==> src/uop_pkg.sv <==
`default_nettype none

package uop_pkg;

  localparam int DATA_W = 32;  // operand and result width
  localparam int PREG_W = 5;   // physical register index
  localparam int IMM_W  = 16;

  // uop opcodes, OP_MUL is the only one routed to the multiplier
  typedef enum logic [2:0] {
    OP_ADD = 3'd0,
    OP_SUB = 3'd1,
    OP_AND = 3'd2,
    OP_XOR = 3'd3,
    OP_LI  = 3'd4,  // dest = zero-extended imm
    OP_MUL = 3'd5
  } opcode_e;

  // renamed uop as it arrives from dispatch
  typedef struct packed {
    logic              valid;
    opcode_e           opcode;
    logic [PREG_W-1:0] dest;
    logic [PREG_W-1:0] src1;
    logic [PREG_W-1:0] src2;
    logic [IMM_W-1:0]  imm;
  } uop_t;

endpackage

`default_nettype wire

==> src/rob_pkg.sv <==
`default_nettype none

package rob_pkg;

  import uop_pkg::*;

  localparam int ROB_PTR_W = 4;  // depth is limited to 16 entries

  typedef logic [ROB_PTR_W-1:0] rob_ptr_t;

  typedef enum logic [1:0] {
    ST_READY  = 2'd0,  // waiting for issue
    ST_ISSUED = 2'd1,
    ST_DONE   = 2'd2   // result captured, may commit
  } status_e;

  typedef struct packed {
    uop_t              uop;
    status_e           status;
    logic [DATA_W-1:0] result;
  } rob_entry_t;

  // scheduler to queue, moves an entry to ST_ISSUED
  typedef struct packed {
    logic     valid;
    rob_ptr_t ptr;
  } mark_t;

  typedef struct packed {
    logic              valid;
    rob_ptr_t          rob_ptr;
    opcode_e           opcode;
    logic [PREG_W-1:0] dest;
    logic [DATA_W-1:0] a;
    logic [DATA_W-1:0] b;
    logic [IMM_W-1:0]  imm;
  } issue_t;

  typedef struct packed {
    logic              valid;
    rob_ptr_t          rob_ptr;
    logic [PREG_W-1:0] dest;
    logic [DATA_W-1:0] data;
  } wb_t;

  typedef struct packed {
    logic              valid;
    rob_ptr_t          rob_ptr;
    logic [PREG_W-1:0] dest;
    logic [DATA_W-1:0] data;
  } commit_t;

endpackage

`default_nettype wire

==> src/alu_unit.sv <==
`timescale 1ns/1ns
`default_nettype none

module alu_unit
  import uop_pkg::*;
  import rob_pkg::*;
(
  input  logic   clk_in,
  input  logic   rst_N_in,
  input  issue_t issue,
  input  logic   grant,
  output wb_t    result,
  output logic   busy
);

  logic [DATA_W-1:0] alu_val;

  always_comb begin
    case (issue.opcode)
      OP_ADD:  alu_val = issue.a + issue.b;
      OP_SUB:  alu_val = issue.a - issue.b;
      OP_AND:  alu_val = issue.a & issue.b;
      OP_XOR:  alu_val = issue.a ^ issue.b;
      OP_LI:   alu_val = DATA_W'(issue.imm);
      default: alu_val = '0;
    endcase
  end

  // result waiting for the bus blocks the next issue
  assign busy = result.valid && !grant;

  always_ff @(posedge clk_in) begin
    if (rst_N_in) begin
      result <= '0;
    end else if (!busy) begin
      result.valid   <= issue.valid;
      result.rob_ptr <= issue.rob_ptr;
      result.dest    <= issue.dest;
      result.data    <= alu_val;
    end
  end

endmodule

`default_nettype wire

==> config.mk <==
export PLATFORM = sky130hd
export DESIGN_NAME = alu_unit
export DESIGN_NICKNAME = d
export VERILOG_FILES = /design/src/uop_pkg.sv /design/src/rob_pkg.sv /design/src/alu_unit.sv
export SDC_FILE = /design/constraint.sdc
export NUM_CORES = 1
export LEC_CHECK = 0
export ABC_AREA = 0
export BUFFER_PORTS_ARGS = -buffer_cell sky130_fd_sc_hd__buf_4
export CORE_ASPECT_RATIO = 1.5
export CORE_MARGIN = 5
export CORE_UTILIZATION = 35
export CTS_CLUSTER_DIAMETER = 30
export CTS_CLUSTER_SIZE = 10
export DETAILED_ROUTE_END_ITERATION = 6
export GPL_TIMING_DRIVEN = 0
export PLACE_DENSITY_LB_ADDON = 0.05
export RECOVER_POWER = 100
export SKIP_CTS_REPAIR_TIMING = 1
export SLEW_MARGIN = 20
export SYNTH_ARGS = -nofsm -noshare
export SYNTH_HDL_FRONTEND = slang
export SYNTH_SLANG_ARGS = --single-unit
==> constraint.sdc <==
create_clock -name clk_in -period 4.4 [get_ports clk_in]
set_input_delay 0.88 -clock clk_in [delete_from_list [all_inputs] [get_ports clk_in]]
set_output_delay 0.88 -clock clk_in [all_outputs]
set_load 0.005 [all_outputs]
Word level (Yosys, flattened, before mapping)
Index checks and enable logic that the tools add are counted.

Output and inout bits: 43. Register bits after elaboration: 42. Word-level logic and storage cells: 16.

Reduce and logical (&&, ||, !) cells: 3. Equality and inequality tests: 4. $add $sub $neg: 2. Bitwise gates (word level): 2. Mux-type cells: 1.

Operator list (count): one-hot mux 32 bit (5 select lines) (1); adder 32 bit (1); AND 32 bit (1); subtractor 32 bit (1); XOR 32 bit (1); == test 3 x 2 -> 1 bit (second input constant) (2); == test 3 x 1 -> 1 bit (second input constant) (1); == test 3 bit (second input constant) (1); zero test 3 bit (1); logical AND 1 bit (1); zero test 1 bit (1).

Longest topological paths before layout
Word-level depth: 2. Gate-level depth with buffers: 16. Mapped depth without buffers: 15.

Worst setup path before layout
Ideal clock, no wire load.

Path kind: input port to flip-flop. From: input issue[30] in the netlist's numbering. To: register result[29] in the netlist's numbering. Path buffers: 1. Cell stages on the path: 14. Arrival time: 4.077 ns. Slack: 0.193 ns. Cell sequence: or4_4 or4_4 nor4_4 a21oi_1 xnor2_1 ha_1 clkbuf_1 o21a_1 a21oi_1 nand2_1 a41o_1 or3_1 mux2i_1 o22ai_1.

Longest elaborated chain between the ends: 2. Elaborated cells on any way between the ends: 3.

RTL lines: start, declared (RTL line alu_unit.sv:10) `input issue_t issue,`; subtractor 32 bit or adder 32 bit (tied branches) (RTL line alu_unit.sv:21, alu_unit.sv:20); one-hot mux 32 bit (5 select lines) (*) (RTL line alu_unit.sv:19) `case (issue.opcode)`; end, declared (RTL line alu_unit.sv:12) `output wb_t result,`.

Mark *: on every way between the ends. The rest lies on a longest branch, timed or not. A chain may end at the register's enable or synchronous reset.

Worst setup path in the final report
From: input issue[29] in the netlist's numbering. To: register result[31] in the netlist's numbering.

Same word-level chain as after synthesis.

==> results <==
- Ranked by instance count, the synthesized netlist is headed by sky130_fd_sc_hd__nand2_1, sky130_fd_sc_hd__a21oi_1, sky130_fd_sc_hd__nor2_1.
- The shortest clock period the worst path allows after layout is 4382 ps.
- The die covers 0.01713 mm^2.
- STA classifies the critical path startpoint as a primary input.
- The number of warnings printed during yosys synthesis is 0.
- The number of levels the H-tree was split into is 2.
- In the final layout, the share of cells above drive strength 1 is 0.2556.
- The overall routing resource usage is 0.2487.
- The cell count after synthesis came out at 689.
- The slack of the worst reg-to-reg path is 1680 ps.
- The highest achievable clock rate is 0.2282 GHz.
- For the worst setup path, the data arrival time is 4540 ps.
- Prior to clock tree synthesis, the placed netlist has a worst setup slack of -1380 ps.
- The repair_antennas step left the layout with diodes totalling 0.
- The average wire per standard cell is 21.41 um.
- The clock skew after layout is 6.110 ps.
- Ranked by flip-flop count, first place goes to result.
- In this run the worst hold path is classified as flop to flop.
- The count of port buffers added during placement is 137.
- For this run, asynchronously set or reset flops after synthesis account for 0.
- The maximum buffer depth of the clock tree is 2.
- The final-report max-slew violation count came to 0.
- The period utilization is 0.9960.
- The net total in the final layout is 1001.
- The number of flops mapped to enable cells by yosys is 0.
- The class of the most critical setup path is primary input to flop.
- The flip-flop count of the largest register after layout is 42.
- The analysis attributes to cell leakage a power of 3.020 nW.
- The row count is 54.
- The critical path goes through buf_8 > or4_4 > or4_4 > nor4_4 > buf_6 > nand2_4 > o41ai_4 > xor2_1 > ha_4 > nand4_1 > or3_4 > a211oi_4 > nor4_4 > xnor2_1 > o22ai_1.
- The number of buffers created by CTS is 5.
- The total wirelength of the detailed-routed design is 22210 um.
- The die is 157.8 um tall.
- Along the worst path, the maximum fanout reaches 5.
- In the final layout, the registers with the most flip-flops are result x42.
- The final setup violation count is 0.
- By area the synthesized netlist is led by sky130_fd_sc_hd__dfxtp_1, sky130_fd_sc_hd__ha_1, sky130_fd_sc_hd__a21oi_1.
- The number of vias per cell after detailed routing is 5.702.
- The placed cell area is 0.006372 mm^2.
- The hold violation count in the final report was 0.
- Routability-driven placement finished with a final weighted congestion of 0.9136.
- The number of global-route vias before repair was 5863.
- At the worst endpoint, the required time is 4560 ps.
- Dividing total power by cell area gives a power density of 241.6 mW/mm^2.
- TritonCTS built the clock tree.
- The synthesized netlist occupies a cell area of 0.005099 mm^2.
- The maximum ir drop on the vdd rail is 0.1431 mV.
- Across all hold checks on the routed design, the worst slack comes to 455.2 ps.
- The first global-routing pass estimated 32210 um of wire.
- In the routed design, unresolved DRC markers number 0.
- The share of the Yosys chip area taken by registers is 0.1649.
- Setup repair after global routing could not meet its margin everywhere.
- The die is 108.5 um wide.
- Entering global routing, the biggest net connects 16 pins.
- 139 I/O pins were placed.
- On the critical path, the stage with the largest delay is an instance of sky130_fd_sc_hd__or4_4.
- The initial core utilization is 0.3526.
- Measured against its own limit, the worst slew margin works out to 0.3400.
- Counting every net in the synthesized netlist gives 850.
- The iteration-0 DRC count of the detailed router is 294.
- The cell family contributing the most delay on the critical path is simple AND/OR/NAND/NOR gates.
- The number of different library cells used by synthesis comes to 57.
- The summed area of non-filler cells in the final layout is 0.006944 mm^2.
- The number of optimization iterations in the first detailed-route pass is 5.
- The initial antenna violation count is 0.
- The half-perimeter wire length after placement is 17600 um.
- The primary flip-flop cell chosen by synthesis mapping is sky130_fd_sc_hd__dfxtp_1.
- Once routing completed, OpenROAD measured the worst setup slack at 17.82 ps.
- The clock insertion delay at the later pin of the skew report is 310 ps.
- The share of synthesized area in the top cell type comes to 0.1649.
- For the pin with the worst max-slew slack, the measured transition is 989.9 ps.
- The region available for standard cell placement spans 0.01446 mm^2.
- The layout overhead on the synthesized area is 36.20%.
- After clock tree synthesis, the clock-pin slew on the worst setup and hold paths is 70 ps.
- The run finished with clean final reports.
- The antenna violation net count after detailed routing is 0.
- The clock net sink count is 42.
- The clock root buffer master is sky130_fd_sc_hd__clkbuf_16.
- The most common cell in the synthesized netlist is sky130_fd_sc_hd__nand2_1.
- The worst setup path is captured at a flop.
- The count of buffer and inverter cells on the critical path is 2.
- The tool flagged a number of max-cap violations equal to 0.
- The total overflow left after global routing is 0.
- Each instance of the synthesized netlist takes up on average 7.400 um^2.
- The synthesized design contains 42 register bits.
- Across all layers, the routed design uses 5913 vias.
- In this design, the stage delay of the slowest critical-path cell is 560 ps.
- The leading area contributor after synthesis is sky130_fd_sc_hd__dfxtp_1.
layout by cell type (no fill, tap or decap), types with 4 or more instances in the layout:
| master | n |
|---|---|
| sky130_fd_sc_hd__o31ai_1 | 9 |
| sky130_fd_sc_hd__a21oi_1 | 59 |
| sky130_fd_sc_hd__nor4_1 | 5 |
| sky130_fd_sc_hd__nor2_1 | 62 |
| sky130_fd_sc_hd__or3_1 | 6 |
| sky130_fd_sc_hd__nor3_1 | 26 |
| sky130_fd_sc_hd__clkbuf_2 | 5 |
| sky130_fd_sc_hd__o221ai_1 | 4 |
| sky130_fd_sc_hd__o21a_1 | 13 |
| sky130_fd_sc_hd__mux2i_1 | 19 |
| sky130_fd_sc_hd__a22oi_1 | 21 |
| sky130_fd_sc_hd__a211oi_1 | 5 |
| sky130_fd_sc_hd__o211ai_1 | 10 |
| sky130_fd_sc_hd__clkbuf_1 | 27 |
| sky130_fd_sc_hd__dfxtp_1 | 42 |
| sky130_fd_sc_hd__and2_1 | 4 |
| sky130_fd_sc_hd__clkbuf_16 | 5 |
| sky130_fd_sc_hd__a21o_1 | 16 |
| sky130_fd_sc_hd__nand2b_1 | 8 |
| sky130_fd_sc_hd__ha_1 | 57 |
| sky130_fd_sc_hd__clkbuf_4 | 33 |
| sky130_fd_sc_hd__xor2_1 | 19 |
| sky130_fd_sc_hd__buf_4 | 106 |
| sky130_fd_sc_hd__o32ai_1 | 5 |
| sky130_fd_sc_hd__ha_4 | 4 |
| sky130_fd_sc_hd__a31oi_1 | 6 |
| sky130_fd_sc_hd__o21ai_0 | 37 |
| sky130_fd_sc_hd__nand2_1 | 65 |
| sky130_fd_sc_hd__inv_1 | 18 |
| sky130_fd_sc_hd__xnor2_1 | 23 |
| sky130_fd_sc_hd__nand3_1 | 8 |
| sky130_fd_sc_hd__buf_6 | 5 |
| sky130_fd_sc_hd__a21oi_2 | 6 |
| sky130_fd_sc_hd__nor2b_1 | 9 |
cell type report:
| class | count | area [um^2] |
|---|---|---|
| plain buffers | 28 | 132.6 |
| repair buffers | 153 | 1130 |
| clock buffers | 5 | 125.1 |
| flip-flops and latches | 42 | 840.8 |
| inverters | 18 | 67.56 |
| well taps | 196 | 245.2 |
| clock inverters | 3 | 25.02 |
| multi-input cells | 592 | 4378 |
| fillers | 1565 | 7515 |
through the flow:
step / instances / power (mW) / TNS (ps) / util
after floorplan: 689 / 0.8938 / 0 / -
after global placement: 1022 / 1.181 / -20190 / 0.4407
after detailed placement: 1022 / 1.188 / -20260 / 0.4407
after CTS: 1030 / 1.612 / -12200 / 0.4511
after global routing: 1037 / 1.785 / -404.9 / 0.4803
final: 1037 / 1.678 / 0 / 0.4803
layer usage:
metal,up-vias,global-route usage,routed length (um)
li1,2882,-,-
met1,2817,0.2702,8381
met2,179,0.4866,12230
met3,35,0.03142,1033
met4,0,0.08123,556
met5,-,0,0
path summary, 6_finish.rpt:
path / startpoint / to / cells past startpoint
min: result[38]$_SDFFE_PP0N_ / result[38]$_SDFFE_PP0N_ / 2
max reg2reg: result[41]$_SDFFE_PP0N_ / result[11]$_SDFFE_PP0N_ / 8
min reg2reg: result[38]$_SDFFE_PP0N_ / result[38]$_SDFFE_PP0N_ / 2
max: issue[29] / result[31]$_SDFFE_PP0N_ / 15
report_power, final:
part           internal, mW  total [mW]  switching, mW
combinational         0.364       0.836          0.473
clock                 0.215       0.418          0.203
sequential            0.408       0.424         0.0156
tightest hold or removal path, cell delays in order, from the launching register on:
cell and delay [ps]:
sky130_fd_sc_hd__dfxtp_1 310, sky130_fd_sc_hd__nand2_1 50, sky130_fd_sc_hd__a21oi_1 50
logic make-up (layout without fill, tap and decap cells):
kind of cell             count (synthesis)  after routing  synth area share
buffers and inverters                   55            207           0.04466
multiplexers                            20             20           0.03951
AO/OA/AOI/OAI                          239            239            0.3092
adder cells (fa/ha/maj)                 65             65            0.1610
flip-flops                              42             42            0.1649
XOR/XNOR                                43             43           0.07386
AND/OR/NAND/NOR                        225            225            0.2069
No activity file was read; power rests on OpenSTA's default activity.
