## src/uop_pkg.sv

```systemverilog
`default_nettype none

package uop_pkg;

  localparam int DATA_W = 32;  // operand and result width
  localparam int PREG_W = 5;   // physical register index
  localparam int IMM_W  = 16;

  // uop opcodes, OP_MUL is the only one routed to the multiplier
  typedef enum logic [2:0] {
    OP_ADD = 3'd0,
    OP_SUB = 3'd1,
    OP_AND = 3'd2,
    OP_XOR = 3'd3,
    OP_LI  = 3'd4,  // dest = zero-extended imm
    OP_MUL = 3'd5
  } opcode_e;

  // renamed uop as it arrives from dispatch
  typedef struct packed {
    logic              valid;
    opcode_e           opcode;
    logic [PREG_W-1:0] dest;
    logic [PREG_W-1:0] src1;
    logic [PREG_W-1:0] src2;
    logic [IMM_W-1:0]  imm;
  } uop_t;

endpackage

`default_nettype wire

```

## src/rob_pkg.sv

```systemverilog
`default_nettype none

package rob_pkg;

  import uop_pkg::*;

  localparam int ROB_PTR_W = 4;  // depth is limited to 16 entries

  typedef logic [ROB_PTR_W-1:0] rob_ptr_t;

  typedef enum logic [1:0] {
    ST_READY  = 2'd0,  // waiting for issue
    ST_ISSUED = 2'd1,
    ST_DONE   = 2'd2   // result captured, may commit
  } status_e;

  typedef struct packed {
    uop_t              uop;
    status_e           status;
    logic [DATA_W-1:0] result;
  } rob_entry_t;

  // scheduler to queue, moves an entry to ST_ISSUED
  typedef struct packed {
    logic     valid;
    rob_ptr_t ptr;
  } mark_t;

  typedef struct packed {
    logic              valid;
    rob_ptr_t          rob_ptr;
    opcode_e           opcode;
    logic [PREG_W-1:0] dest;
    logic [DATA_W-1:0] a;
    logic [DATA_W-1:0] b;
    logic [IMM_W-1:0]  imm;
  } issue_t;

  typedef struct packed {
    logic              valid;
    rob_ptr_t          rob_ptr;
    logic [PREG_W-1:0] dest;
    logic [DATA_W-1:0] data;
  } wb_t;

  typedef struct packed {
    logic              valid;
    rob_ptr_t          rob_ptr;
    logic [PREG_W-1:0] dest;
    logic [DATA_W-1:0] data;
  } commit_t;

endpackage

`default_nettype wire

```

## src/rob_scheduler.sv

```systemverilog
`timescale 1ns/1ns
`default_nettype none

module rob_scheduler
  import uop_pkg::*;
  import rob_pkg::*;
#(
  parameter int ROB_DEPTH = 8
) (
  input  logic                       clk_in,
  input  logic                       rst_N_in,
  input  rob_entry_t [ROB_DEPTH-1:0] entries,
  input  rob_ptr_t                   head,
  input  logic       [ROB_PTR_W:0]   count,
  output logic [3:0][PREG_W-1:0]     rd_addr,   // 0,1 alu sources; 2,3 mul sources
  input  logic [3:0][DATA_W-1:0]     rd_data,
  input  logic [3:0]                 src_ready,
  input  logic                       alu_busy,
  output issue_t                     alu_issue,
  output issue_t                     mul_issue,
  output mark_t                      alu_mark,
  output mark_t                      mul_mark,
  output logic                       retire,
  output commit_t                    commit_out
);

  logic       alu_found, mul_found;
  rob_ptr_t   alu_idx, mul_idx;
  rob_entry_t alu_cand, mul_cand;
  logic       alu_ok, mul_ok;

  function automatic rob_ptr_t ptr_add(rob_ptr_t base, int unsigned offs);
    int unsigned sum;
    sum = base + offs;
    if (sum >= ROB_DEPTH) begin
      sum = sum - ROB_DEPTH;
    end
    return rob_ptr_t'(sum);
  endfunction

  function automatic issue_t make_issue(rob_ptr_t ptr, uop_t u, logic [DATA_W-1:0] a,
                                        logic [DATA_W-1:0] b);
    issue_t iss;
    iss.valid   = 1'b1;
    iss.rob_ptr = ptr;
    iss.opcode  = u.opcode;
    iss.dest    = u.dest;
    iss.a       = a;
    iss.b       = b;
    iss.imm     = u.imm;
    return iss;
  endfunction

  // walk from head, first waiting uop of each class wins
  always_comb begin
    alu_found = 1'b0;
    mul_found = 1'b0;
    alu_idx   = '0;
    mul_idx   = '0;
    for (int unsigned i = 0; i < ROB_DEPTH; i++) begin
      if (i < count && entries[ptr_add(head, i)].status == ST_READY) begin
        if (entries[ptr_add(head, i)].uop.opcode == OP_MUL) begin
          if (!mul_found) begin
            mul_found = 1'b1;
            mul_idx   = ptr_add(head, i);
          end
        end else if (!alu_found) begin
          alu_found = 1'b1;
          alu_idx   = ptr_add(head, i);
        end
      end
    end
  end

  assign alu_cand = entries[alu_idx];
  assign mul_cand = entries[mul_idx];

  assign rd_addr[0] = alu_cand.uop.src1;
  assign rd_addr[1] = alu_cand.uop.src2;
  assign rd_addr[2] = mul_cand.uop.src1;
  assign rd_addr[3] = mul_cand.uop.src2;

  // li has no register sources
  assign alu_ok = alu_found && !alu_busy &&
                  (alu_cand.uop.opcode == OP_LI || (src_ready[0] && src_ready[1]));
  assign mul_ok = mul_found && src_ready[2] && src_ready[3];

  assign alu_mark = '{valid: alu_ok, ptr: alu_idx};
  assign mul_mark = '{valid: mul_ok, ptr: mul_idx};

  assign retire = (count != '0) && (entries[head].status == ST_DONE);

  always_ff @(posedge clk_in) begin
    if (rst_N_in) begin
      alu_issue  <= '0;
      mul_issue  <= '0;
      commit_out <= '0;
    end else begin
      if (!alu_busy) begin  // held issue waits for the alu result slot
        alu_issue <= alu_ok ? make_issue(alu_idx, alu_cand.uop, rd_data[0], rd_data[1]) : '0;
      end
      mul_issue <= mul_ok ? make_issue(mul_idx, mul_cand.uop, rd_data[2], rd_data[3]) : '0;
      if (retire) begin
        commit_out <= '{valid: 1'b1, rob_ptr: head, dest: entries[head].uop.dest,
                        data: entries[head].result};
      end else begin
        commit_out <= '0;
      end
    end
  end

endmodule

`default_nettype wire

```

## config.mk

```make
export PLATFORM = sky130hd
export DESIGN_NAME = rob_scheduler
export DESIGN_NICKNAME = d
export VERILOG_FILES = /design/src/uop_pkg.sv /design/src/rob_pkg.sv /design/src/rob_scheduler.sv
export SDC_FILE = /design/constraint.sdc
export NUM_CORES = 1
export LEC_CHECK = 0
export ABC_AREA = 1
export BUFFER_PORTS_ARGS = -buffer_cell sky130_fd_sc_hd__buf_2
export CORE_AREA = 2 2 372 374
export CTS_BUF_LIST = sky130_fd_sc_hd__clkbuf_16
export DETAILED_ROUTE_END_ITERATION = 12
export DIE_AREA = 0 0 374 376
export PLACE_DENSITY = 0.31
export RECOVER_POWER = 100
export SLEW_MARGIN = 20
export SYNTH_ARGS = -nofsm -noshare
export SYNTH_HDL_FRONTEND = slang
export SYNTH_SLANG_ARGS = --single-unit
```

## constraint.sdc

```tcl
create_clock -name clk_in -period 6.1 [get_ports clk_in]
set_input_delay 0.61 -clock clk_in [delete_from_list [all_inputs] [get_ports clk_in]]
set_output_delay 0.61 -clock clk_in [all_outputs]
set_load 0.01 [all_outputs]
```

Word-level counts from Yosys, hierarchy flattened
Index checks and enable logic that the tools add are counted.

Flip-flop bits (word level): 228. Input port bits: 696. Output and inout bits: 259. Word-level logic and storage cells: 242.

$add $sub $neg: 15. Order comparisons: 35. Eq/ne operators: 10. Muxes and demuxes: 135. Bitwise gates (word level): 2. Reductions and logical operators: 27.

Operators with widths (count): 69-bit binary-select mux with 3-bit select (19); 68-bit 2-to-1 mux (10); 34-bit 2-to-1 mux (8); 4-bit 2-to-1 mux (62); 93-bit 2-to-1 mux (2); 4-bit less-than comparator, second input constant (19); 65-bit 2-to-1 mux (1); 42-bit 2-to-1 mux (1); 5-bit by 4-bit >= comparator with 1-bit output, second input constant (7); 1-bit 2-to-1 mux (32); 4-bit subtractor, second input constant (8); 3-bit equality test, second input constant (9); 4-bit by 3-bit adder with 5-bit output, second input constant (4); 3-bit by 5-bit less-than comparator with 1-bit output, first input constant (4); 2-bit zero test (8); 1-bit logical AND (14); 4-bit by 2-bit adder with 5-bit output, second input constant (2); 1-bit by 5-bit less-than comparator with 1-bit output, first input constant (2); 2-bit by 5-bit less-than comparator with 1-bit output, first input constant (2); 4-bit by 1-bit adder with 5-bit output, second input constant (1); 5-bit nonzero test (1); 4-bit >= comparator, second input constant (1); 2-bit OR reduction (2); 2-bit equality test, second input constant (1); 3 further kinds (4).

Logic depth before layout (Yosys ltp)
Depth in word-level cells: 39. Gate-level depth with buffers: 36.

Worst setup path after synthesis
OpenSTA, ideal clock, no wires.

Path type: in2out. From: input head[0]. To: output rd_addr[0] (netlist bit). Arrival time: 4.741 ns. Path slack: 0.749 ns. Cell stages on the path: 26. Path buffers: 9. Path through: inv_2 > buf_2 > buf_2 > clkbuf_1 > clkbuf_1 > buf_1 > ha_1 > buf_4 > buf_4 > nand3_1 > nand2_1 > nor2_1 > nand3_1 > nand2_1 > nor2_4 > nor2_8 > nand4_4 > nor2_4 > nor2_1 > a21oi_2 > buf_2 > clkbuf_1 > o21ai_0 > o22ai_1 > nor2_1 > a31oi_1.

RTL lines: from (decl) (RTL line rob_scheduler.sv:13) `input rob_ptr_t head,`; to (decl) (RTL line rob_scheduler.sv:15) `output logic [3:0][PREG_W-1:0] rd_addr,`.

==> flow_metrics.py <==
metrics = {
    "run_status": {
        "run_status": "complete, but fails checks",
        "violations": "max-capacitance violations, max-slew violations",
    },
    "synth": {
        "ys_seq_area_share_pct": 26.8,
        "synth_warnings": 0,
        "yosysTopAreaCell": "dfxtp_1",
        "synth.top_cells.by_area": "dfxtp_1 27%, nand2_1 17%, nand3_1 10%, o21ai_0 7.4%, nor2_1 6.8%",
        "netlist-cell-type-count": 51,
        "synthArstFlopShare_pct": 0,
        "synth_top_cells_by_count": "771 x nand2_1, 348 x nand3_1, 308 x nor2_1",
        "synthDominantCellAreaShare_pct": 26.8,
        "ys_seq_elements": 228,
        "top_count_cell_post_synth": "nand2_1",
        "syn_area_um2": 17000,
        "synthesis.instances": 2828,
        "synth.net_count": 3535,
        "number_of_flops_mapped_to_enable_cells_by_yosys": 0,
        "ys.flop_type": "dfxtp_1",
        "syn_avg_cell_area_um2": 6.03,
    },
    "timing": {
        "clock-skew-final_ns": 0,
        "timing_worst_slew_pin_value_ns": 1.82,
        "final_max_slew_viol_count": 61,
        "fmax_ghz": 0.178,
        "final.min_clock_period_ns": 5.62,
        "final-hold-violation-count": 0,
        "finalCritPeriodShare_pct": 92.1,
        "rsz_0062_raised_after_global_routing": "false",
        "final.hold.worst_slack_ns": 0.227,
        "final.setup.worst_slack_ns": 0.480,
        "tns_ns": 0,
        "slew_headroom_pct": -21.1,
        "setup_viol": 0,
    },
    "routing": {
        "wl_per_cell_um": 22.3,
        "detailedRoute.firstIterationViolations": 1424,
        "detail_route.wirelength_um": 122000,
        "drc": 0,
        "detail-route-antenna-nets": 0,
        "first_pass_iters": 5,
        "via_per_inst": 4.14,
        "num_vias": 22600,
    },
    "hold_path": {
        "hold_start": "rd_data[78]",
        "worst_hold_path_type": "in -> reg",
    },
    "clock_network": {
        "post_cts_resize_count": 0,
        "cts.sinks": 228,
        "clkTransAtPathRegs_ns": 0.06,
        "tritoncts": "yes",
        "clock_path_buffers": 3,
        "root_buffer": "clkbuf_16",
        "cts-buffers-inserted": 35,
        "clk-insertion-delay-late_ns": 0.57,
        "hold_fix_buffer_count_after_cts": 0,
        "cts.repair_timing.setup_buffer_count": 0,
        "clock_tree.htree_level_count": 2,
    },
    "global_route": {
        "grt_start_max_net_pins": 144,
        "grt-ovfl-total": 0,
        "grt_first_pass_wirelength_um": 169000,
        "antenna_violations_before_repair": 55,
        "gr-usage-all-layers_pct": 16.5,
        "grt_pass1_vias": 22300,
    },
    "setup_path": {
        "critical_path.max_fanout": 56,
        "reg2reg_setup_slack_ns": 5.39,
        "timing.critical_path.from_type": "input port",
        "arrival_ns": 5.01,
        "timing.rr.start": "alu_issue[25]",
        "worstSetupPathType": "in -> out",
        "critical_path.endpoint_type": "primary output",
        "worst_ep_required_time_ns": 5.49,
        "critical_path.startpoint": "head[0]",
    },
    "floorplanning": {
        "die-area_um2": 141000,
        "placeableCoreArea_um2": 137000,
        "rows": 136,
        "io_pins": 955,
        "starting_density_pct": 12.5,
        "die_h_um": 376,
        "floorplan.die.width_um": 374,
    },
    "power_and_ir_drop": {
        "p_leak_nw": 10.9,
        "vdd_ir_drop_max_mv": 0.189,
        "p_per_area_nw_per_um2": 312,
    },
    "cells_and_area": {
        "layout-drive-gt1-share_pct": 24.1,
        "synthToLayoutAreaGrowth_pct": 41.3,
        "design_area_um2": 24100,
        "final_net_count": 4335,
        "fin_util_pct": 17.6,
    },
    "placement": {
        "placedInstanceArea_um2": 23600,
        "worst_slack_at_placement_ns": 0.578,
        "hpwlAfterDp_um": 94800,
        "buffer_ports.inserted": 946,
        "gpl.final_weighted_congestion": 0.876,
    },
    "flow_run": {
        "max_cap_viol_count": 2,
    },
}
critical path, cell delays in order:
cell and delay (ns):
buf_6 0.11, buf_4 0.47, buf_4 0.40, nand2_1 0.09, nand2_1 0.07, nand3_1 0.12
nand3_1 0.17, nand2_1 0.06, nor2_1 0.15, nand2_1 0.14, nand3_4 0.13, nor2_8 0.06
nand2_1 0.14, nand3_1 0.10, nand2_1 0.07, nand2_1 0.07, a21oi_1 0.63, buf_12 0.25
o21ai_0 0.10, o22ai_1 0.37, nor2_1 0.11, a31oi_1 0.23, buf_4 0.16, buf_2 0.14
registers in the layout, indices dropped and copies added, names as in the netlist:
register	count
mul_issue	93
commit_out	42
alu_issue	93
cell usage in the layout (no fill, tap or decap), drive strengths merged, types with 2 or more instances in the layout:
cell type	Yosys	layout
nor2	313	313
ha	11	11
inv	180	188
dfxtp	228	228
and2	2	2
a31oi	11	11
nand2	780	780
xor2	3	3
nand4	11	11
o22ai	74	74
bufinv	0	4
nor3	2	2
nand3b	4	4
o221ai	3	3
clkinv	5	20
diode	0	11
o211ai	62	62
clkbuf	131	286
a22oi	2	2
o21a	3	3
o2111ai	2	2
o21bai	11	11
buf	107	750
nand3	421	421
o21ai	276	276
a21oi	178	178
through the flow:
step           cells  total power, mW
2_1_floorplan   2828             3.92
3_3_place_gp    5385             5.70
3_5_place_dp    5385             5.69
4_1_cts         5448             7.90
5_1_grt         5454             8.11
6_report        5459             7.51
routing by layer:
metal  GRT usage (%)  vias to the layer above  part of all wire (%)
li1                -                    11000                     -
met1            19.1                    10600                    41
met2            29.4                      795                    49
met3            5.10                      172                   7.3
met4            3.86                       46                   2.3
met5               0                        -                  0.25
worst paths after layout:
check	to	depth (start not counted)
min	mul_issue[62]	3
max reg2reg	alu_issue[25]	2
max	rd_addr[6]	24
min reg2reg	alu_issue[70]	2
power by group:
group | total, mW | switching [mW] | leakage, nW | internal [mW]
combinational | 3.75 | 2.63 | 8.48 | 1.13
sequential | 1.64 | 0.0456 | 1.85 | 1.59
clock | 2.12 | 0.892 | 0.574 | 1.23
total | 7.51 | 3.57 | 10.9 | 3.94
logic make-up (layout without fill, tap and decap cells):
kind of cell / count (synthesis) / count (layout) / synth area share [%]
compound gates: 627 / 627 / 21.0
xor+xnor: 4 / 4 / 0.360
fa+ha+maj: 11 / 11 / 0.808
buf+inv: 423 / 1249 / 11.1
flops: 228 / 228 / 26.8
other cells: 1 / 12 / 0.0220
simple gates: 1534 / 1534 / 40.0
area by class of cell:
cell class / count / area, um^2
Clock buffer: 35 / 876
Clock inverter: 28 / 262
Fill cell: 16200 / 113000
Inverter: 185 / 708
Sequential cell: 228 / 4560
Tap cell: 1794 / 2240
Antenna cell: 11 / 27.5
Timing Repair Buffer: 1001 / 5020
Multi-Input combinational cell: 2177 / 10400
Note: power is estimated with default switching activity, not from simulation.
