## src/uop_pkg.sv

```systemverilog
`default_nettype none

package uop_pkg;

  localparam int DATA_W = 32;  // operand and result width
  localparam int PREG_W = 5;   // physical register index
  localparam int IMM_W  = 16;

  // uop opcodes, OP_MUL is the only one routed to the multiplier
  typedef enum logic [2:0] {
    OP_ADD = 3'd0,
    OP_SUB = 3'd1,
    OP_AND = 3'd2,
    OP_XOR = 3'd3,
    OP_LI  = 3'd4,  // dest = zero-extended imm
    OP_MUL = 3'd5
  } opcode_e;

  // renamed uop as it arrives from dispatch
  typedef struct packed {
    logic              valid;
    opcode_e           opcode;
    logic [PREG_W-1:0] dest;
    logic [PREG_W-1:0] src1;
    logic [PREG_W-1:0] src2;
    logic [IMM_W-1:0]  imm;
  } uop_t;

endpackage

`default_nettype wire

```

## src/rob_pkg.sv

```systemverilog
`default_nettype none

package rob_pkg;

  import uop_pkg::*;

  localparam int ROB_PTR_W = 4;  // depth is limited to 16 entries

  typedef logic [ROB_PTR_W-1:0] rob_ptr_t;

  typedef enum logic [1:0] {
    ST_READY  = 2'd0,  // waiting for issue
    ST_ISSUED = 2'd1,
    ST_DONE   = 2'd2   // result captured, may commit
  } status_e;

  typedef struct packed {
    uop_t              uop;
    status_e           status;
    logic [DATA_W-1:0] result;
  } rob_entry_t;

  // scheduler to queue, moves an entry to ST_ISSUED
  typedef struct packed {
    logic     valid;
    rob_ptr_t ptr;
  } mark_t;

  typedef struct packed {
    logic              valid;
    rob_ptr_t          rob_ptr;
    opcode_e           opcode;
    logic [PREG_W-1:0] dest;
    logic [DATA_W-1:0] a;
    logic [DATA_W-1:0] b;
    logic [IMM_W-1:0]  imm;
  } issue_t;

  typedef struct packed {
    logic              valid;
    rob_ptr_t          rob_ptr;
    logic [PREG_W-1:0] dest;
    logic [DATA_W-1:0] data;
  } wb_t;

  typedef struct packed {
    logic              valid;
    rob_ptr_t          rob_ptr;
    logic [PREG_W-1:0] dest;
    logic [DATA_W-1:0] data;
  } commit_t;

endpackage

`default_nettype wire

```

## src/wb_arbiter.sv

```systemverilog
`timescale 1ns/1ns
`default_nettype none

module wb_arbiter
  import rob_pkg::*;
(
  input  wb_t  alu_req,
  input  wb_t  mul_req,
  output logic alu_grant,
  output wb_t  wb_bus
);

  // multiplier pipeline cannot stall, so it always wins
  assign alu_grant = alu_req.valid && !mul_req.valid;

  always_comb begin
    if (mul_req.valid) begin
      wb_bus = mul_req;
    end else if (alu_grant) begin
      wb_bus = alu_req;
    end else begin
      wb_bus = '0;
    end
  end

endmodule

`default_nettype wire
```

## config.mk

```make
export PLATFORM = sky130hd
export DESIGN_NAME = wb_arbiter
export DESIGN_NICKNAME = d
export VERILOG_FILES = /design/src/uop_pkg.sv /design/src/rob_pkg.sv /design/src/wb_arbiter.sv
export SDC_FILE = /design/constraint.sdc
export NUM_CORES = 1
export LEC_CHECK = 0
export BUFFER_PORTS_ARGS = -buffer_cell sky130_fd_sc_hd__buf_2
export CORE_MARGIN = 5
export CORE_UTILIZATION = 23
export DETAILED_ROUTE_END_ITERATION = 8
export PLACE_DENSITY_LB_ADDON = 0.3
export SLEW_MARGIN = 20
export SYNTH_ARGS = -nofsm -noshare
export SYNTH_HDL_FRONTEND = slang
export SYNTH_SLANG_ARGS = --single-unit
```

## constraint.sdc

```tcl
create_clock -name vclk -period 1
set_input_delay 0.2 -clock vclk [all_inputs]
set_output_delay 0.2 -clock vclk [all_outputs]
set_load 0.05 [all_outputs]
```

Word-level counts from Yosys, hierarchy flattened --
Index checks and enable logic that the tools add are counted.
Storage, ports and cells: bits in read-only memories 0, bits in registers 0, memories 0, output and inout port bits 43, word-level logic and storage cells 4, bits in writable memories 0, latch bits 0
Cells by class: shift-type cells 0, eq/ne operators 0, multiplexer cells 2, div/mod/pow operators 0, bitwise gates (word level) 0, magnitude comparators 0, $add $sub $neg 0, reductions and logical operators 2, multipliers 0
Operator list (count):
- 42-bit two-way mux | 2
- 1-bit logical AND | 1
- 1-bit logical NOT | 1

Longest topological paths before layout --
Gate-level depths: netlist (run 1).
word-level depth 4, depth in mapped cells 5, gate-level depth less buffers 2

Least setup slack after synthesis (run 1) --
Ideal clock, no wire load.
path type input to output, start point in mul_req[41] in the netlist's numbering, end point out wb_bus[31] in the netlist's numbering, arrival 1.144 ns, stages 5, setup slack -0.344 ns, path buffers 3, required time 0.800 ns, cells stage by stage buf_6 -> nor2b_4 -> buf_12 -> buf_12 -> a22o_1
RTL lines:
- from (decl) | line wb_arbiter.sv:8 | input wb_t mul_req,
- to (decl) | line wb_arbiter.sv:10 | output wb_t wb_bus

==> results.sh, run 1 <==
export IMPL_firstDrtPassIters=4
export IMPL_hold_buffers=0
export IMPL_synth_warnings=0
export IMPL_maxSlewViolCount=0
export IMPL_area_growth_syn_to_layout_pct=216
export IMPL_cap_violations=0
export IMPL_wl_met2_um=1820
export IMPL_floorplan_initialDensity_pct=24.1
export IMPL_fin_crit_ns=1.21
export IMPL_fin_crit_sh_pct=121
export IMPL_coreArea_sq_mm=0.00221
export IMPL_wl_um=3470
export IMPL_hold_viol=0
export IMPL_rows=17
export IMPL_port_buffers=127
export IMPL_gr_total_overflow=0
export IMPL_relSlewSlack_pct=83.2
export IMPL_viasPerCell=4.86
export IMPL_cp_end_kind="primary output"
export IMPL_route_top_layer_used="met4"
export IMPL_worstMarginPinSlew_ns=0.254
export IMPL_synth_cells=53
export IMPL_die_x_um=58.1
export IMPL_multi_input_area_sq_um=513
export IMPL_drive_above_1_share_pct=99.4
export IMPL_wl_met1_um=1160
export IMPL_peakVddDrop_uv=565
export IMPL_seq_area_frac_synth_pct=0
export IMPL_route_detailed_drc=0
export IMPL_critPathTopFamily="buffers and inverters"
export IMPL_grt_pass1_wl_um=5130
export IMPL_grt_pass1_vias=1119
export IMPL_dp_slack_ns=-0.311
export IMPL_p_leak_nw=0.911
export IMPL_fp_dieH_um=58.1
export IMPL_gp_congestion=0.754
export IMPL_synth_distinct_cells=7
export IMPL_grt_max_degree=24
export IMPL_status="complete, but fails checks"
export IMPL_dr_wl_met3_um=431
export IMPL_min_from="alu_req[41]"
export IMPL_cp_required_ns=0.80
export IMPL_seq_cell_count=0
export IMPL_antenna_cells=0
export IMPL_hold_end="wb_bus[41]"
export IMPL_hp_class="input port to primary output"
export IMPL_ant_nets=0
export IMPL_path_max_fanout=5
export IMPL_cpPeakStageDelay_ns=0.24
export IMPL_fill_cells=154
export IMPL_powerDensity_mw_per_mm2=785
export IMPL_clock_buffers=0
export IMPL_path_buf_inv=4
export IMPL_crit_arrival_ns=1.01
export IMPL_synth_nets=137
export IMPL_final_setup_viol_count=43
export IMPL_netlist_area_sq_um=533
export IMPL_path_class="input port to primary output"
export IMPL_violations="setup timing"
export IMPL_dieArea_sq_mm=0.00338
export IMPL_path_cells="buf_12, buf_4, clkbuf_16, a22o_2, buf_6"
export IMPL_max_freq_mhz=826
export IMPL_worst_path_max_delay_cell="a22o_2"
export IMPL_wl_per_cell_um=16.8
export IMPL_nNetsFinal=265
export IMPL_fin_ws_ns=-0.211
export IMPL_hold_depth=3
export IMPL_rsz0062_at_grt="true"
export IMPL_vias=1006
export IMPL_grt_util_all_layers_pct=18.8
export IMPL_drt_first_iter_violations=37
export IMPL_cp_start_kind="input port"
export IMPL_io_pins=127
export IMPL_seq_area_sq_um=0
export IMPL_fin_util_pct=76.1
export IMPL_syn_avg_cell_area_sq_um=10.1
export IMPL_antenna_found_initial=0
==> where the power goes <==
| part | switching (mW) | total [mW] | internal (mW) |
|---|---|---|---|
| sequential | 0 | 0 | 0 |
| clock | 0 | 0 | 0 |
| combinational | 0.714 | 1.32 | 0.608 |
| total | 0.714 | 1.32 | 0.608 |
==> tightest hold or removal path: stages <==
cell and delay [ns]:
buf_6 0.07, or2_1 0.10, buf_6 0.15
==> worst max path at each step <==
stage                      startpoint          to  slack, ns  cells past startpoint
after global placement    mul_req[41]  wb_bus[13]      -0.27                      5
after global routing      mul_req[41]  wb_bus[27]      -0.24                      5
final                     mul_req[41]  wb_bus[27]      -0.21                      5
after CTS                 alu_req[41]  wb_bus[16]      -0.20                      5
after floorplan           mul_req[41]  wb_bus[10]      -0.15                      5
after detailed placement  mul_req[41]  wb_bus[13]      -0.31                      5
==> repair_timing <==
action | CTS | global route
resized for setup | 94 | 22
endpoints found under the setup margin | 43 | 43
pin swaps | 1 | 1
cloned | 2 | 1
buffers inserted | 2 | 1
==> per-layer routing <==
layer	track usage, %	vias to the layer above
met5	0	-
met4	2.98	0
met3	4.45	6
met2	37.1	77
met1	20.1	440
li1	-	483
==> synthesized netlist by cell type, drive strengths merged <==
| cell type | count | area (sq um) |
|---|---|---|
| a22o | 41 | 359 |
| dlymetal6s2s | 3 | 37.5 |
| or2 | 1 | 6.26 |
| nor2b | 1 | 13.8 |
| buf | 7 | 116 |
==> cells by family (layout without fill, tap and decap cells) <==
family,after synthesis,in the layout,share of synthesized area [%]
buffers and inverters,10,136,28.9
AOI/OAI and AO/OA,41,41,67.4
and+or+nand+nor,2,2,3.76
==> stage by stage <==
step,total power [mW],cells,instance area [sq um],TNS [ns],hold WS (ns)
final,1.32,207,1680,-7.55,0.725
after global routing,1.38,207,1680,-8.62,0.738
after CTS,1.25,206,1590,-7.76,0.738
after detailed placement,1.02,202,1220,-11.77,0.830
after global placement,1.00,202,1220,-10.54,0.825
after floorplan,0.756,53,656,-5.76,0.580
==> cells in the final DEF, fill, tap and decap left out, drive strengths merged <==
| master | Yosys | routed |
|---|---|---|
| nor2b | 1 | 1 |
| or2 | 1 | 1 |
| buf | 7 | 135 |
| a22o | 41 | 41 |
| clkbuf | 0 | 1 |
==> final cells by class <==
class	instances	area share (%)
multi-input cells	43	30.5
well taps	28	2.08
repair buffers	136	67.5
No activity file was read; power rests on OpenSTA's default activity.
==> run 2: changes to the inputs <==
--- a/config.mk
+++ b/config.mk
@@ -7,10 +7,9 @@
 export LEC_CHECK = 0
 export BUFFER_PORTS_ARGS = -buffer_cell sky130_fd_sc_hd__buf_2
 export CORE_MARGIN = 5
-export CORE_UTILIZATION = 23
+export CORE_UTILIZATION = 21
 export DETAILED_ROUTE_END_ITERATION = 8
 export PLACE_DENSITY_LB_ADDON = 0.3
-export SLEW_MARGIN = 20
 export SYNTH_ARGS = -nofsm -noshare
 export SYNTH_HDL_FRONTEND = slang
 export SYNTH_SLANG_ARGS = --single-unit
==> constraint.sdc (replaced) <==
create_clock -name vclk -period 0.95
set_input_delay 0.19 -clock vclk [all_inputs]
set_output_delay 0.19 -clock vclk [all_outputs]
set_load 0.05 [all_outputs]
==> run 2 against run 1 <==
  * The run still ends with setup timing left
  * Critical path type unchanged
  * Critical path depth unchanged
  * Cell count up 0.48%
  * Routed wire length decreased by 5.2%
  * Core utilization down 9.8 points
  * Sequential share of layout area unchanged
  * Flip-flop and latch count unchanged
  * Die area increased by 7.9%
  * Setup slack better by 0.0083 ns
==> results.sh, run 2 (synthesis results as in run 1) <==
export IMPL_status="complete, but fails checks"
export IMPL_violations="setup timing"
export IMPL_coreArea_sq_mm=0.00245
export IMPL_cp_start_kind="input port"
export IMPL_seq_cell_count=0
export IMPL_fin_crit_sh_pct=121
export IMPL_worst_path_max_delay_cell="buf_12"
export IMPL_dieArea_sq_mm=0.00365
export IMPL_dp_cells=204
export IMPL_peakVddDrop_uv=551
export IMPL_cp_end_kind="primary output"
export IMPL_fin_util_pct=66.4
export IMPL_die_x_um=60.4
export IMPL_hold_buffers=0
export IMPL_floorplan_initialDensity_pct=21.7
export IMPL_seq_area_sq_um=0
export IMPL_maxSlewViolCount=0
export IMPL_powerDensity_mw_per_mm2=828
export IMPL_final_setup_viol_count=43
export IMPL_wl_um=3290
export IMPL_placed_cell_area_sq_mm=0.00123
export IMPL_post_dp_hpwl_um=2450
export IMPL_path_class="input port to primary output"
export IMPL_final_common_cell="buf_2"
export IMPL_route_detailed_drc=0
export IMPL_path_common_cell="buf_12"
export IMPL_viasPerCell=4.80
export IMPL_p_leak_nw=0.890
export IMPL_mostFrequentLayoutCells="buf_2, a22o_2, buf_6"
export IMPL_vias=998
export IMPL_crit_arrival_ns=0.96
export IMPL_grt_pass1_wl_um=4400
export IMPL_cap_violations=0
export IMPL_grt_max_degree=22
export IMPL_fill_cells=193
export IMPL_gr_total_overflow=0
export IMPL_worstMarginPinSlew_ns=0.230
export IMPL_final_cells=208
export IMPL_final_area_sq_mm=0.00163
export IMPL_cpPeakStageDelay_ns=0.18
export IMPL_rsz0062_at_grt="true"
export IMPL_hold_depth=3
export IMPL_drt_first_iter_violations=47
export IMPL_fp_dieH_um=60.4
export IMPL_grt_pass1_vias=999
export IMPL_hold_end="wb_bus[32]"
export IMPL_max_freq_mhz=867
export IMPL_path_cells="buf_12, nor2b_4, buf_12, a22o_2, buf_6"
export IMPL_port_buffers=127
export IMPL_nNetsFinal=264
export IMPL_gp_congestion=0.601
export IMPL_fin_crit_ns=1.15
export IMPL_area_growth_syn_to_layout_pct=206
export IMPL_hp_class="input port to primary output"
export IMPL_drive_above_1_share_pct=99.4
export IMPL_clock_buffers=0
export IMPL_relSlewSlack_pct=84.6
export IMPL_path_max_fanout=21
export IMPL_wl_per_cell_um=15.8
export IMPL_firstDrtPassIters=3
export IMPL_io_pins=127
export IMPL_antenna_cells=0
export IMPL_ant_nets=0
export IMPL_min_from="alu_req[32]"
export IMPL_antenna_found_initial=0
export IMPL_grt_util_all_layers_pct=15.2
export IMPL_cp_required_ns=0.76
export IMPL_fin_ws_ns=-0.203
export IMPL_rows=18
export IMPL_hold_viol=0
-- run 2: cell types whose count changed in the layout (fill, tap and decap cells not counted), moves of 2 or more --
cell,before,now
buf_8,20,12
buf_6,26,32
a22o_4,11,9
a22o_2,30,32
-- run 2: power breakdown --
group / leakage (nW) / internal [mW] / switching [mW] / total (mW)
logic: 0.890 / 0.615 / 0.735 / 1.35
clock network: 0 / 0 / 0 / 0
registers: 0 / 0 / 0 / 0
-- run 2: critical path: cells and delay by family --
| kind | cells | cell delay [ns] |
|---|---|---|
| compound gates | 1 | 0.16 |
| buf+inv | 3 | 0.44 |
| simple gates | 1 | 0.16 |
-- run 2: per-layer routing --
layer  global-route usage (%)  vias to the layer above  routed length (um)
li1                         -                      485                   -
met1                     15.7                      442                1050
met2                     31.3                       69                1780
met3                     4.04                        2                 449
met4                    0.633                        0                  19
met5                        0                        -                   0
-- run 2: cell type report --
type / count / area [sq um] / area share (%)
repair buffers: 135 / 1090 / 67.1
multi-input cells: 43 / 498 / 30.6
well taps: 30 / 37.5 / 2.30
-- run 2: what timing repair did --
action	4_1_cts	5_1_grt
resized for setup	92	15
setup buffers	1	2
pin swaps	1	1
endpoints found under the setup margin	43	43
cloned	2	0
-- run 2: worst max-delay path by stage --
stage                 from          to  slack, ns  cells past startpoint
4_1_cts        alu_req[41]  wb_bus[27]      -0.22                      5
2_1_floorplan  mul_req[41]  wb_bus[10]      -0.18                      5
3_5_place_dp   mul_req[41]  wb_bus[27]      -0.32                      5
6_report       mul_req[41]  wb_bus[23]      -0.20                      5
5_1_grt        mul_req[41]  wb_bus[21]      -0.24                      5
3_3_place_gp   mul_req[41]  wb_bus[29]      -0.29                      5
-- run 2: stage by stage --
stage	total power [mW]	hold WS (ns)	TNS [ns]	setup WS (ns)
detailed placement	1.07	0.800	-12.43	-0.317
floorplan	0.796	0.560	-6.99	-0.179
global placement	1.05	0.803	-11.64	-0.289
global route	1.40	0.724	-9.35	-0.242
CTS	1.32	0.712	-8.41	-0.216
finish	1.35	0.709	-8.07	-0.203
